--- src/rtl/csr_addr_pkg.sv ---
package csr_addr_pkg;

    localparam int CSR_ADDR_W = 14;
    localparam int CSR_DATA_W = 32;

    typedef logic [CSR_DATA_W-1:0] csr_word_t;

    // implemented CSR numbers
    typedef enum logic [CSR_ADDR_W-1:0] {
        CSR_CRMD   = 14'h000,
        CSR_PRMD   = 14'h001,
        CSR_ECTL   = 14'h004,
        CSR_ESTAT  = 14'h005,
        CSR_ERA    = 14'h006,
        CSR_EENTRY = 14'h00c,
        CSR_SAVE0  = 14'h030,
        CSR_SAVE1  = 14'h031,
        CSR_SAVE2  = 14'h032,
        CSR_SAVE3  = 14'h033,
        CSR_TID    = 14'h040,
        CSR_TCFG   = 14'h041,
        CSR_TVAL   = 14'h042,
        CSR_TICLR  = 14'h044
    } csr_addr_e;

endpackage
--- src/rtl/csr_field_pkg.sv ---
package csr_field_pkg;

    localparam int PLV_W      = 2;
    localparam int ECODE_W    = 6;
    localparam int ESUBCODE_W = 9;
    localparam int IS_W       = 13;
    localparam int HWI_W      = 8;

    typedef logic [PLV_W-1:0]      plv_t;
    typedef logic [ECODE_W-1:0]    ecode_t;
    typedef logic [ESUBCODE_W-1:0] esubcode_t;
    typedef logic [IS_W-1:0]       int_vec_t;
    typedef logic [HWI_W-1:0]      hw_irq_t;

    // crmd
    localparam int CRMD_PLV_LO  = 0;
    localparam int CRMD_PLV_HI  = 1;
    localparam int CRMD_IE      = 2;
    localparam int CRMD_DA      = 3;
    localparam int CRMD_PG      = 4;
    localparam int CRMD_DATF_LO = 5;
    localparam int CRMD_DATF_HI = 6;
    localparam int CRMD_DATM_LO = 7;
    localparam int CRMD_DATM_HI = 8;

    // direct address mode out of reset
    localparam csr_addr_pkg::csr_word_t CRMD_RESET = 32'h0000_0008;

    // prmd
    localparam int PRMD_PPLV_LO = 0;
    localparam int PRMD_PPLV_HI = 1;
    localparam int PRMD_PIE     = 2;

    // ectl
    localparam int ECTL_LIE_LO = 0;
    localparam int ECTL_LIE_HI = 12;

    // estat
    localparam int ESTAT_IS_LO    = 0;
    localparam int ESTAT_IS_HI    = 12;
    localparam int ESTAT_SWI_LO   = 0;
    localparam int ESTAT_SWI_HI   = 1;
    localparam int ESTAT_HWI_LO   = 2;
    localparam int ESTAT_HWI_HI   = 9;
    localparam int ESTAT_TI       = 11;
    localparam int ESTAT_ECODE_LO = 16;
    localparam int ESTAT_ECODE_HI = 21;
    localparam int ESTAT_ESUB_LO  = 22;
    localparam int ESTAT_ESUB_HI  = 30;

    // timer
    localparam int TCFG_EN         = 0;
    localparam int TCFG_PERIODIC   = 1;
    localparam int TCFG_INITVAL_LO = 2;
    localparam int TCFG_INITVAL_HI = 31;
    localparam int TICLR_CLR       = 0;

    // eentry is 64 byte aligned
    localparam int EENTRY_VA_LO = 6;

endpackage

--- src/rtl/csr_trap_if.sv ---
`timescale 1ns/10ps

interface csr_trap_if;
    import csr_addr_pkg::*;
    import csr_field_pkg::*;

    logic      excp_flush;
    logic      ertn_flush;
    ecode_t    ecode;
    esubcode_t esubcode;
    csr_word_t era;

    modport src (
        output excp_flush,
        output ertn_flush,
        output ecode,
        output esubcode,
        output era
    );

    modport trap (
        input excp_flush,
        input ertn_flush,
        input ecode,
        input esubcode,
        input era
    );

    // only the epc capture needs these
    modport epc (
        input excp_flush,
        input era
    );

endinterface

--- src/rtl/csr_top.sv ---
`timescale 1ns/10ps

module csr_top (
    input  logic                                clk,
    input  logic                                rst,
    input  logic                                wr1_we_i,
    input  csr_addr_pkg::csr_addr_e             wr1_addr_i,
    input  csr_addr_pkg::csr_word_t             wr1_data_i,
    input  logic                                wr2_we_i,
    input  csr_addr_pkg::csr_addr_e             wr2_addr_i,
    input  csr_addr_pkg::csr_word_t             wr2_data_i,
    input  logic [csr_addr_pkg::CSR_ADDR_W-1:0] raddr1_i,
    input  logic [csr_addr_pkg::CSR_ADDR_W-1:0] raddr2_i,
    output csr_addr_pkg::csr_word_t             rdata1_o,
    output csr_addr_pkg::csr_word_t             rdata2_o,
    input  logic                                excp_flush_i,
    input  logic                                ertn_flush_i,
    input  csr_field_pkg::ecode_t               ecode_i,
    input  csr_field_pkg::esubcode_t            esubcode_i,
    input  csr_addr_pkg::csr_word_t             era_i,
    input  csr_field_pkg::hw_irq_t              irq_i,
    output logic                                has_int_o,
    output csr_field_pkg::plv_t                 plv_o,
    output csr_addr_pkg::csr_word_t             eentry_o,
    output csr_addr_pkg::csr_word_t             era_o
);
    import csr_addr_pkg::*;
    import csr_field_pkg::*;

    logic      wr_we;
    csr_addr_e wr_addr;
    csr_word_t wr_data;
    int_vec_t  ectl_lie;
    csr_word_t crmd;
    csr_word_t prmd;
    csr_word_t estat;
    csr_word_t tcfg;
    csr_word_t tval;
    logic      ti;

    csr_trap_if trap_bus ();

    // trap events from the pipeline
    assign trap_bus.excp_flush = excp_flush_i;
    assign trap_bus.ertn_flush = ertn_flush_i;
    assign trap_bus.ecode      = ecode_i;
    assign trap_bus.esubcode   = esubcode_i;
    assign trap_bus.era        = era_i;

    csr_regfile u_regfile (
        .clk        (clk),
        .rst        (rst),
        .wr1_we_i   (wr1_we_i),
        .wr1_addr_i (wr1_addr_i),
        .wr1_data_i (wr1_data_i),
        .wr2_we_i   (wr2_we_i),
        .wr2_addr_i (wr2_addr_i),
        .wr2_data_i (wr2_data_i),
        .raddr1_i   (raddr1_i),
        .raddr2_i   (raddr2_i),
        .rdata1_o   (rdata1_o),
        .rdata2_o   (rdata2_o),
        .trap       (trap_bus.epc),
        .crmd_i     (crmd),
        .prmd_i     (prmd),
        .estat_i    (estat),
        .tcfg_i     (tcfg),
        .tval_i     (tval),
        .wr_we_o    (wr_we),
        .wr_addr_o  (wr_addr),
        .wr_data_o  (wr_data),
        .ectl_lie_o (ectl_lie),
        .eentry_o   (eentry_o),
        .era_o      (era_o)
    );

    csr_trap_ctrl u_trap_ctrl (
        .clk        (clk),
        .rst        (rst),
        .wr_we_i    (wr_we),
        .wr_addr_i  (wr_addr),
        .wr_data_i  (wr_data),
        .trap       (trap_bus.trap),
        .irq_i      (irq_i),
        .ti_i       (ti),
        .ectl_lie_i (ectl_lie),
        .crmd_o     (crmd),
        .prmd_o     (prmd),
        .estat_o    (estat),
        .plv_o      (plv_o),
        .has_int_o  (has_int_o)
    );

    csr_timer u_timer (
        .clk       (clk),
        .rst       (rst),
        .wr_we_i   (wr_we),
        .wr_addr_i (wr_addr),
        .wr_data_i (wr_data),
        .tcfg_o    (tcfg),
        .tval_o    (tval),
        .ti_o      (ti)
    );

endmodule

--- src/rtl/csr_timer.sv ---
`timescale 1ns/10ps

module csr_timer (
    input  logic                    clk,
    input  logic                    rst,
    input  logic                    wr_we_i,
    input  csr_addr_pkg::csr_addr_e wr_addr_i,
    input  csr_addr_pkg::csr_word_t wr_data_i,
    output csr_addr_pkg::csr_word_t tcfg_o,
    output csr_addr_pkg::csr_word_t tval_o,
    output logic                    ti_o
);
    import csr_addr_pkg::*;
    import csr_field_pkg::*;

    logic                                       en_q;
    logic                                       periodic_q;
    logic [TCFG_INITVAL_HI:TCFG_INITVAL_LO]     initval_q;
    csr_word_t                                  tval_q;
    logic                                       ti_q;

    logic tcfg_wr;
    logic ticlr_wr;
    logic expire;

    assign tcfg_wr  = wr_we_i && (wr_addr_i == CSR_TCFG);
    assign ticlr_wr = wr_we_i && (wr_addr_i == CSR_TICLR) && wr_data_i[TICLR_CLR];
    assign expire   = !tcfg_wr && en_q && (tval_q == '0);

    // countdown and reload
    always_ff @(posedge clk) begin
        if (rst) begin
            en_q       <= 1'b0;
            periodic_q <= 1'b0;
            initval_q  <= '0;
            tval_q     <= '0;
        end else if (tcfg_wr) begin
            en_q       <= wr_data_i[TCFG_EN];
            periodic_q <= wr_data_i[TCFG_PERIODIC];
            initval_q  <= wr_data_i[TCFG_INITVAL_HI:TCFG_INITVAL_LO];
            if (wr_data_i[TCFG_EN]) begin
                tval_q <= {wr_data_i[TCFG_INITVAL_HI:TCFG_INITVAL_LO], 2'b00};
            end
        end else if (expire) begin
            if (periodic_q) begin
                tval_q <= {initval_q, 2'b00};
            end else begin
                en_q <= 1'b0;
            end
        end else if (en_q) begin
            tval_q <= tval_q - 1'b1;
        end
    end

    // a new expiry wins over the clear
    always_ff @(posedge clk) begin
        if (rst) begin
            ti_q <= 1'b0;
        end else if (expire) begin
            ti_q <= 1'b1;
        end else if (ticlr_wr) begin
            ti_q <= 1'b0;
        end
    end

    always_comb begin
        tcfg_o = '0;
        tcfg_o[TCFG_EN]                         = en_q;
        tcfg_o[TCFG_PERIODIC]                   = periodic_q;
        tcfg_o[TCFG_INITVAL_HI:TCFG_INITVAL_LO] = initval_q;
    end

    assign tval_o = tval_q;
    assign ti_o   = ti_q;

    a_tval_frozen: assert property (
        @(posedge clk) disable iff (rst) (!en_q && !tcfg_wr) |=> $stable(tval_q)
    ) else $error("csr_timer: TVAL moved while the timer was disabled");

endmodule

--- src/rtl/csr_trap_ctrl.sv ---
`timescale 1ns/10ps

module csr_trap_ctrl (
    input  logic                    clk,
    input  logic                    rst,
    input  logic                    wr_we_i,
    input  csr_addr_pkg::csr_addr_e wr_addr_i,
    input  csr_addr_pkg::csr_word_t wr_data_i,
    csr_trap_if.trap                trap,
    input  csr_field_pkg::hw_irq_t  irq_i,
    input  logic                    ti_i,
    input  csr_field_pkg::int_vec_t ectl_lie_i,
    output csr_addr_pkg::csr_word_t crmd_o,
    output csr_addr_pkg::csr_word_t prmd_o,
    output csr_addr_pkg::csr_word_t estat_o,
    output csr_field_pkg::plv_t     plv_o,
    output logic                    has_int_o
);
    import csr_addr_pkg::*;
    import csr_field_pkg::*;

    plv_t       plv_q;
    logic       ie_q;
    logic       da_q;
    logic       pg_q;
    logic [1:0] datf_q;
    logic [1:0] datm_q;
    plv_t       pplv_q;
    logic       pie_q;
    logic [1:0] swi_q;
    hw_irq_t    hwi_q;
    ecode_t     ecode_q;
    esubcode_t  esub_q;
    int_vec_t   is_vec;

    logic wr_crmd;
    logic wr_prmd;
    logic wr_estat;

    assign wr_crmd  = wr_we_i && (wr_addr_i == CSR_CRMD);
    assign wr_prmd  = wr_we_i && (wr_addr_i == CSR_PRMD);
    assign wr_estat = wr_we_i && (wr_addr_i == CSR_ESTAT);

    // entry drops to plv0 with interrupts off, return restores
    always_ff @(posedge clk) begin
        if (rst) begin
            plv_q  <= CRMD_RESET[CRMD_PLV_HI:CRMD_PLV_LO];
            ie_q   <= CRMD_RESET[CRMD_IE];
            da_q   <= CRMD_RESET[CRMD_DA];
            pg_q   <= CRMD_RESET[CRMD_PG];
            datf_q <= CRMD_RESET[CRMD_DATF_HI:CRMD_DATF_LO];
            datm_q <= CRMD_RESET[CRMD_DATM_HI:CRMD_DATM_LO];
        end else if (trap.excp_flush) begin
            plv_q <= '0;
            ie_q  <= 1'b0;
        end else if (trap.ertn_flush) begin
            plv_q <= pplv_q;
            ie_q  <= pie_q;
        end else if (wr_crmd) begin
            plv_q  <= wr_data_i[CRMD_PLV_HI:CRMD_PLV_LO];
            ie_q   <= wr_data_i[CRMD_IE];
            da_q   <= wr_data_i[CRMD_DA];
            pg_q   <= wr_data_i[CRMD_PG];
            datf_q <= wr_data_i[CRMD_DATF_HI:CRMD_DATF_LO];
            datm_q <= wr_data_i[CRMD_DATM_HI:CRMD_DATM_LO];
        end
    end

    always_ff @(posedge clk) begin
        if (rst) begin
            pplv_q <= '0;
            pie_q  <= 1'b0;
        end else if (trap.excp_flush) begin
            pplv_q <= plv_q;
            pie_q  <= ie_q;
        end else if (wr_prmd) begin
            pplv_q <= wr_data_i[PRMD_PPLV_HI:PRMD_PPLV_LO];
            pie_q  <= wr_data_i[PRMD_PIE];
        end
    end

    always_ff @(posedge clk) begin
        if (rst) begin
            swi_q   <= '0;
            hwi_q   <= '0;
            ecode_q <= '0;
            esub_q  <= '0;
        end else begin
            hwi_q <= irq_i;
            if (trap.excp_flush) begin
                ecode_q <= trap.ecode;
                esub_q  <= trap.esubcode;
            end else if (wr_estat) begin
                swi_q <= wr_data_i[ESTAT_SWI_HI:ESTAT_SWI_LO];
            end
        end
    end

    always_comb begin
        is_vec = '0;
        is_vec[ESTAT_SWI_HI:ESTAT_SWI_LO] = swi_q;
        is_vec[ESTAT_HWI_HI:ESTAT_HWI_LO] = hwi_q;
        is_vec[ESTAT_TI] = ti_i;

        crmd_o = '0;
        crmd_o[CRMD_PLV_HI:CRMD_PLV_LO]   = plv_q;
        crmd_o[CRMD_IE]                   = ie_q;
        crmd_o[CRMD_DA]                   = da_q;
        crmd_o[CRMD_PG]                   = pg_q;
        crmd_o[CRMD_DATF_HI:CRMD_DATF_LO] = datf_q;
        crmd_o[CRMD_DATM_HI:CRMD_DATM_LO] = datm_q;

        prmd_o = '0;
        prmd_o[PRMD_PPLV_HI:PRMD_PPLV_LO] = pplv_q;
        prmd_o[PRMD_PIE]                  = pie_q;

        estat_o = '0;
        estat_o[ESTAT_IS_HI:ESTAT_IS_LO]       = is_vec;
        estat_o[ESTAT_ECODE_HI:ESTAT_ECODE_LO] = ecode_q;
        estat_o[ESTAT_ESUB_HI:ESTAT_ESUB_LO]   = esub_q;
    end

    assign plv_o     = plv_q;
    assign has_int_o = ie_q && ((ectl_lie_i & is_vec) != '0);

    a_entry_return_excl: assert property (
        @(posedge clk) disable iff (rst) !(trap.excp_flush && trap.ertn_flush)
    ) else $error("csr_trap_ctrl: exception entry and return in one cycle");

endmodule

--- src/rtl/csr_regfile.sv ---
`timescale 1ns/10ps

module csr_regfile (
    input  logic                                clk,
    input  logic                                rst,
    input  logic                                wr1_we_i,
    input  csr_addr_pkg::csr_addr_e             wr1_addr_i,
    input  csr_addr_pkg::csr_word_t             wr1_data_i,
    input  logic                                wr2_we_i,
    input  csr_addr_pkg::csr_addr_e             wr2_addr_i,
    input  csr_addr_pkg::csr_word_t             wr2_data_i,
    input  logic [csr_addr_pkg::CSR_ADDR_W-1:0] raddr1_i,
    input  logic [csr_addr_pkg::CSR_ADDR_W-1:0] raddr2_i,
    output csr_addr_pkg::csr_word_t             rdata1_o,
    output csr_addr_pkg::csr_word_t             rdata2_o,
    csr_trap_if.epc                             trap,
    input  csr_addr_pkg::csr_word_t             crmd_i,
    input  csr_addr_pkg::csr_word_t             prmd_i,
    input  csr_addr_pkg::csr_word_t             estat_i,
    input  csr_addr_pkg::csr_word_t             tcfg_i,
    input  csr_addr_pkg::csr_word_t             tval_i,
    output logic                                wr_we_o,
    output csr_addr_pkg::csr_addr_e             wr_addr_o,
    output csr_addr_pkg::csr_word_t             wr_data_o,
    output csr_field_pkg::int_vec_t             ectl_lie_o,
    output csr_addr_pkg::csr_word_t             eentry_o,
    output csr_addr_pkg::csr_word_t             era_o
);
    import csr_addr_pkg::*;
    import csr_field_pkg::*;

    int_vec_t                         ectl_lie_q;
    csr_word_t                        era_q;
    logic [CSR_DATA_W-1:EENTRY_VA_LO] eentry_va_q;
    csr_word_t                        save_q [4];
    csr_word_t                        tid_q;

    logic wr_ectl;
    logic wr_era;
    logic wr_eentry;
    logic wr_save;
    logic wr_tid;

    // pipeline never writes from both ports at once
    assign wr_we_o   = wr1_we_i | wr2_we_i;
    assign wr_addr_o = wr1_we_i ? wr1_addr_i : wr2_addr_i;
    assign wr_data_o = wr1_we_i ? wr1_data_i : wr2_data_i;

    assign wr_ectl   = wr_we_o && (wr_addr_o == CSR_ECTL);
    assign wr_era    = wr_we_o && (wr_addr_o == CSR_ERA);
    assign wr_eentry = wr_we_o && (wr_addr_o == CSR_EENTRY);
    assign wr_save   = wr_we_o && (wr_addr_o inside {CSR_SAVE0, CSR_SAVE1, CSR_SAVE2, CSR_SAVE3});
    assign wr_tid    = wr_we_o && (wr_addr_o == CSR_TID);

    always_ff @(posedge clk) begin
        if (rst) begin
            ectl_lie_q  <= '0;
            eentry_va_q <= '0;
            tid_q       <= '0;
        end else begin
            if (wr_ectl) begin
                ectl_lie_q <= wr_data_o[ECTL_LIE_HI:ECTL_LIE_LO];
            end
            if (wr_eentry) begin
                eentry_va_q <= wr_data_o[CSR_DATA_W-1:EENTRY_VA_LO];
            end
            if (wr_tid) begin
                tid_q <= wr_data_o;
            end
        end
    end

    // epc capture beats a software write
    always_ff @(posedge clk) begin
        if (rst) begin
            era_q <= '0;
        end else if (trap.excp_flush) begin
            era_q <= trap.era;
        end else if (wr_era) begin
            era_q <= wr_data_o;
        end
    end

    always_ff @(posedge clk) begin
        if (rst) begin
            for (int i = 0; i < 4; i++) begin
                save_q[i] <= '0;
            end
        end else if (wr_save) begin
            save_q[wr_addr_o[1:0]] <= wr_data_o;
        end
    end

    assign ectl_lie_o = ectl_lie_q;
    assign eentry_o   = {eentry_va_q, {EENTRY_VA_LO{1'b0}}};
    assign era_o      = era_q;

    function automatic csr_word_t read_csr(input logic [CSR_ADDR_W-1:0] addr);
        csr_word_t word;
        word = '0;
        case (addr)
            CSR_CRMD:   word = crmd_i;
            CSR_PRMD:   word = prmd_i;
            CSR_ECTL:   word[ECTL_LIE_HI:ECTL_LIE_LO] = ectl_lie_q;
            CSR_ESTAT:  word = estat_i;
            CSR_ERA:    word = era_q;
            CSR_EENTRY: word = eentry_o;
            CSR_SAVE0:  word = save_q[0];
            CSR_SAVE1:  word = save_q[1];
            CSR_SAVE2:  word = save_q[2];
            CSR_SAVE3:  word = save_q[3];
            CSR_TID:    word = tid_q;
            CSR_TCFG:   word = tcfg_i;
            CSR_TVAL:   word = tval_i;
            // write only
            CSR_TICLR:  word = '0;
            default:    word = '0;
        endcase
        return word;
    endfunction

    always_comb begin
        rdata1_o = read_csr(raddr1_i);
        rdata2_o = read_csr(raddr2_i);
    end

    a_single_writer: assert property (
        @(posedge clk) disable iff (rst) !(wr1_we_i && wr2_we_i)
    ) else $error("csr_regfile: both write ports strobed in one cycle");

endmodule

--- config.mk ---
export PLATFORM = sky130hd
export DESIGN_NAME = csr_top
export DESIGN_NICKNAME = d
export VERILOG_FILES = /design/src/rtl/csr_addr_pkg.sv /design/src/rtl/csr_field_pkg.sv /design/src/rtl/csr_trap_if.sv /design/src/rtl/csr_top.sv /design/src/rtl/csr_timer.sv /design/src/rtl/csr_trap_ctrl.sv /design/src/rtl/csr_regfile.sv
export SDC_FILE = /design/constraint.sdc
export NUM_CORES = 1
export LEC_CHECK = 0
export BUFFER_PORTS_ARGS = -buffer_cell sky130_fd_sc_hd__buf_4
export CORE_UTILIZATION = 40
export DETAILED_ROUTE_END_ITERATION = 10
export RECOVER_POWER = 25
export SETUP_SLACK_MARGIN = 0.4
export SYNTH_ARGS = -nofsm -noshare
export SYNTH_HDL_FRONTEND = slang
export SYNTH_SLANG_ARGS = --single-unit
--- constraint.sdc ---
create_clock -name clk -period 9.69 [get_ports clk]
set_clock_uncertainty 0.15 [all_clocks]
set_input_delay 1.938 -clock clk [delete_from_list [all_inputs] [get_ports clk]]
set_output_delay 1.938 -clock clk [all_outputs]
set_load 0.005 [all_outputs]
After elaboration in Yosys (flattened, before gate mapping)
Memories as Yosys holds them, arrays and structs flattened.
Cells that the tools add are included.
Word-level totals
  latch bits: 0
  ROM bits: 0
  RAM bits: 128
  input bits: 181
  logic and storage cells: 133
  memories: 1
  register bits: 205
Operators by class
  equal/unequal tests: 39
  $mul: 0
  add/sub/neg operators: 1
  bitwise gates (word level): 4
  muxes and demuxes: 34
  reduce and logical (&&, ||, !) cells: 33
  shift operators: 0
  divide/modulo/power cells: 0
  magnitude comparators: 0
Memories
  u_regfile.save_q: depth 4, bits a word 32, rd ports 4, clocked after Yosys merged registers in 0, wr ports 4, RTL line csr_regfile.sv:35  | csr_word_t save_q [4];
Operators by type and width (number)
  $pmux 19 s10: 2
  $pmux 13 s13: 2
  $mux 32: 9
  $eq 14x6->1 const B: 12
  $eq 14x3->1 const B: 9
  $eq 14x7->1 const B: 9
  $eq 14x1->1 const B: 3
  $eq 14x4->1 const B: 3
  $logic_not 14->1: 3
  $logic_not 32->1: 1
  $reduce_or 32->1: 1
  $sub 32x1->32 const B: 1
  $mux 1: 15
  $logic_and 1x1->1: 14
  $mux 14: 1
  $and 13x12->13: 1
  $reduce_bool 13->1: 1
  $mux 2: 5
  $reduce_bool 2->1: 5
  $reduce_and 3->1: 2
  $ne 2x2->1 const B: 2
  $reduce_and 2->1: 2
  $reduce_bool 4->1: 1
  $ne 3x1->1 const B: 1
  other kinds (5): 6

Logic depth before layout (Yosys ltp)
  depth in word-level cells: 9
  mapped depth: 11
  gate-level depth less buffers: 8

Hierarchy
Synthesis repeated with hierarchy kept, for this count alone.
Second synthesis, totals
  cell total of the unflattened synthesis: 2392
  area, all modules: 21177.8 um2
By module, submodules not included
  csr_regfile: cells an instance 1711, times used 1, area each 15583.7 um2, sequential area each 5905.7 um2
  csr_timer: cells an instance 464, times used 1, area each 3550.9 um2, sequential area each 1301.2 um2
  csr_trap_ctrl: cells an instance 217, times used 1, area each 2043.2 um2, sequential area each 740.7 um2

Worst setup path after synthesis
OpenSTA, ideal clock, no wires.
  kind: input port to output port
  from: in raddr1_i[11] (netlist bit)
  to: out rdata1_o[13]
  path slack: 3.505 ns
  arrival: 4.097 ns
  required time: 7.602 ns
  path buffers: 1
  stages on the path: 7
  cell sequence: nor4_1 -> nand4b_1 -> nor4_1 -> clkbuf_1 -> nand2_1 -> and3_1 -> nand2_1
Between the ends
  word-level cells in the longest chain between the ends: 2
RTL lines
  from (decl): RTL line csr_top.sv:12  | input logic [csr_addr_pkg::CSR_ADDR_W-1:0] raddr1_i,
  $eq 14x7->1, or another cell as far along: RTL line csr_regfile.sv:101  | case (addr)
  $pmux 19 s10 (*): RTL line csr_regfile.sv:101
  to (decl): RTL line csr_top.sv:14  | output csr_addr_pkg::csr_word_t rdata1_o,
Mark *: on every way between the ends. The rest lies on a longest branch, timed or not.

==> metrics.txt <==
outcome=finished, violations left; Final Power=about 3.4 mW; Max Fclk=around 120 MHz; largest net degree at the start of global routing=about 100; Synth Flop Type=dfxtp_1; post-synthesis cell count=1977; DR vias/cell=between 6 and 7; dpl hpwl=52700 um; met2 Use GR=between 40 and 50%; initial core utilization=40.8%; Top delay family on crit path=buffers and inverters; layout cells sized above 1=20.3%; crit-path most repeated cell=clkbuf_1; Routed WL=77100 um; Leak=8.27 nW; Arr. time, crit path=between 8 and 9 ns; ANT cells=0; clock share of power=47.0%; Hold Crit Class=flop to flop; met1 GRT Util=between 40% and 50%; crit end category=flop; Seq/Total Area, Yosys=44.8%; number of port buffers=305; RSZ-0062 raised after global routing=no; Num CTS Buffers=39; drt pass-1 iters=11; Fillers=4098; Post-CTS Hold Fix Bufs=0; CP required=roughly 9.8 ns; Clock Pin Slew Worst Setup and Hold Paths=0.06 ns; flops & latches, synth=roughly 330; Synth async-reset ratio=0%; crit path kind=input pin to flop; Routed Antenna Nets=0; Max-Cap Viols=3; Synth top cells by count=nor2_1 (301), dfxtp_1 (205), nand2_1 (205), clkbuf_1 (137), edfxtp_1 (128); Root Buffer=clkbuf_16; post_cts resized=0; Synth area leader=dfxtp_1; Slew Viols, Final=about 220; CTS max path bufs=3; fin nets=2372; I/O Pins=312; Setup-failing EPs final=0; CTS tree=done; Syn Area/Cell=8.98 um2; GPL Wtd Cong=0.961; Yosys top cell area share=23.1%; EDFF count, synth=128; Most Crowded Layer GR=met1; violated checks=DRC, capacitance limit, slew limit; Final Cycle Share=83.9%; Crit Path Max Fanout=97; wire per inst=around 27 um; 1st-iter DRT viols=between 2000 and 3000; GR Util All Layers=33.3%; floorplan row count=76; Int Pwr=2.53 mW; Startpoint Class=input pin; total gr overflow=0; NetSw=0.822 mW; Hold Fails Final Rpt=0; Comb power frac=7.5%; die height=213 um; die area=45200 um2; synth top area cells=dfxtp_1 (23%), edfxtp_1 (22%), a222oi_1 (6.9%), nor2_1 (6.4%), mux2i_1 (4.8%); critical path's largest stage delay=3.50 ns; first-pass GRT wire length=around 110000 um; CTS H-tree depth=2; crit-path cells=clkbuf_1 -> inv_1 -> clkbuf_1 -> nand2_1 -> buf_4; number of library cell types mapped by synthesis=75; Core Region=approximately 43000 um2; # Post-CTS Setup Buffers=0; PD cells=154 nW/um2; number of global-route vias before repair=16844; met3 Track Usage GR=under 10%; Netlist Area Pre-Place=17700 um2; total negative slack=0 ns; peak supply drop=~0.00012 V; synth warn=0; Final Util=between 50% and 60%; Final Critical Period=~8.1 ns; DR vias=18187; top-count cell post-synth=nor2_1; Clock Sinks=333; Worst Path Buf+Inv=4; Clock Latency Late Sink=0.57 ns; antenna violations before repair=2; Max-slew headroom=-239%; DIE WIDTH=213 um; Synth-to-Final Area Change=22.6%; Flop pwr share=45.5%; Net Sw Frac=24.5%; slowest CP cell=clkbuf_1; worst slew pin tran=approximately 5.1 ns; Residual DRC=3
path summary, 6_finish.rpt:
| path | cells past startpoint | slack, ns | endpoint | start |
|---|---|---|---|---|
| max | 5 | 1.56 | u_regfile.save_q[3][14] | rst |
| max reg2reg | 6 | 5.78 | u_timer.tval_o[27] | u_timer.tval_o[10] |
| min reg2reg | 2 | 0.36 | u_timer.initval_q[4] | u_timer.initval_q[4] |
| min | 2 | 0.36 | u_timer.initval_q[4] | u_timer.initval_q[4] |
state kept, by name, indices dropped and copies added, names as in the netlist:
register               cells
u_timer.tval_o            32
u_trap_ctrl.ecode_q        6
u_trap_ctrl.datf_q         2
u_regfile.ectl_lie_o      13
u_trap_ctrl.datm_q         2
u_trap_ctrl.pie_q          1
u_regfile.eentry_va_q     26
u_trap_ctrl.plv_o          2
u_timer.periodic_q         1
u_regfile.save_q         128
u_trap_ctrl.esub_q         9
u_trap_ctrl.pplv_q         2
u_trap_ctrl.swi_q          2
u_trap_ctrl.da_q           1
u_regfile.era_o           32
u_timer.ti_o               1
u_timer.en_q               1
u_trap_ctrl.ie_q           1
u_regfile.tid_q           32
u_timer.initval_q         30
u_trap_ctrl.pg_q           1
u_trap_ctrl.hwi_q          8
kinds of logic after synthesis:
family,share of synthesized area (%)
adder cells (fa/ha/maj),0.141
other,0.0211
multiplexers,5.75
flip-flops,44.8
buffers and inverters,4.99
AO/OA/AOI/OAI,23.7
XOR/XNOR,0.444
AND/OR/NAND/NOR,20.1
placed cells by master (no fill, tap or decap), types with 36 or more instances in the layout:
cell type	instances
a211oi_1	91
a21oi_1	73
a222oi_1	122
a22oi_1	49
buf_4	279
clkbuf_16	42
clkbuf_4	41
dfxtp_1	205
edfxtp_1	128
inv_1	41
mux2i_1	83
nand2_1	203
nand2b_1	36
nand4_1	57
nor2_1	290
o21ai_0	62
layer usage:
metal  vias up  routed length [um]
met5         -                  24
met4         4                2290
met3       175                9080
met2      1183               33000
met1      8852               32700
li1       7973                   -
area by class of cell:
class	instances	area [um2]	area share, %
repair buffers	343	2490	11.4
multi-input cells	1431	9080	41.7
flip-flops and latches	333	7950	36.5
clock buffers	57	1160	5.32
well taps	585	732	3.36
clock inverters	15	196	0.903
inverters	41	154	0.707
power by group through the flow:
| stage | Combinational [mW] | Sequential [mW] | Clock (mW) |
|---|---|---|---|
| 3_3_place_gp | 0.246 | 1.55 | 0 |
| 6_report | 0.251 | 1.53 | 1.57 |
| 3_5_place_dp | 0.248 | 1.55 | 0 |
| 5_1_grt | 0.263 | 1.53 | 1.64 |
| 4_1_cts | 0.248 | 1.52 | 1.58 |
| 2_1_floorplan | 0.105 | 1.54 | 0 |
tightest hold or removal path: stages (launching register included):
cell,delay [ns]
dfxtp_1,0.34
nand2_1,0.07
a21oi_1,0.05
per-stage QoR:
step                worst slack (ns)  hold WS [ns]  instance area [um2]  instances
floorplan                       3.51         0.306                17800       1982
global placement                2.60         0.337                20500       2733
detailed placement              2.56         0.347                20500       2733
CTS                             2.49         0.355                21800       2805
global route                    1.36         0.388                21800       2805
finish                          1.56         0.357                21800       2805
Power figures use the tool's default switching activity.
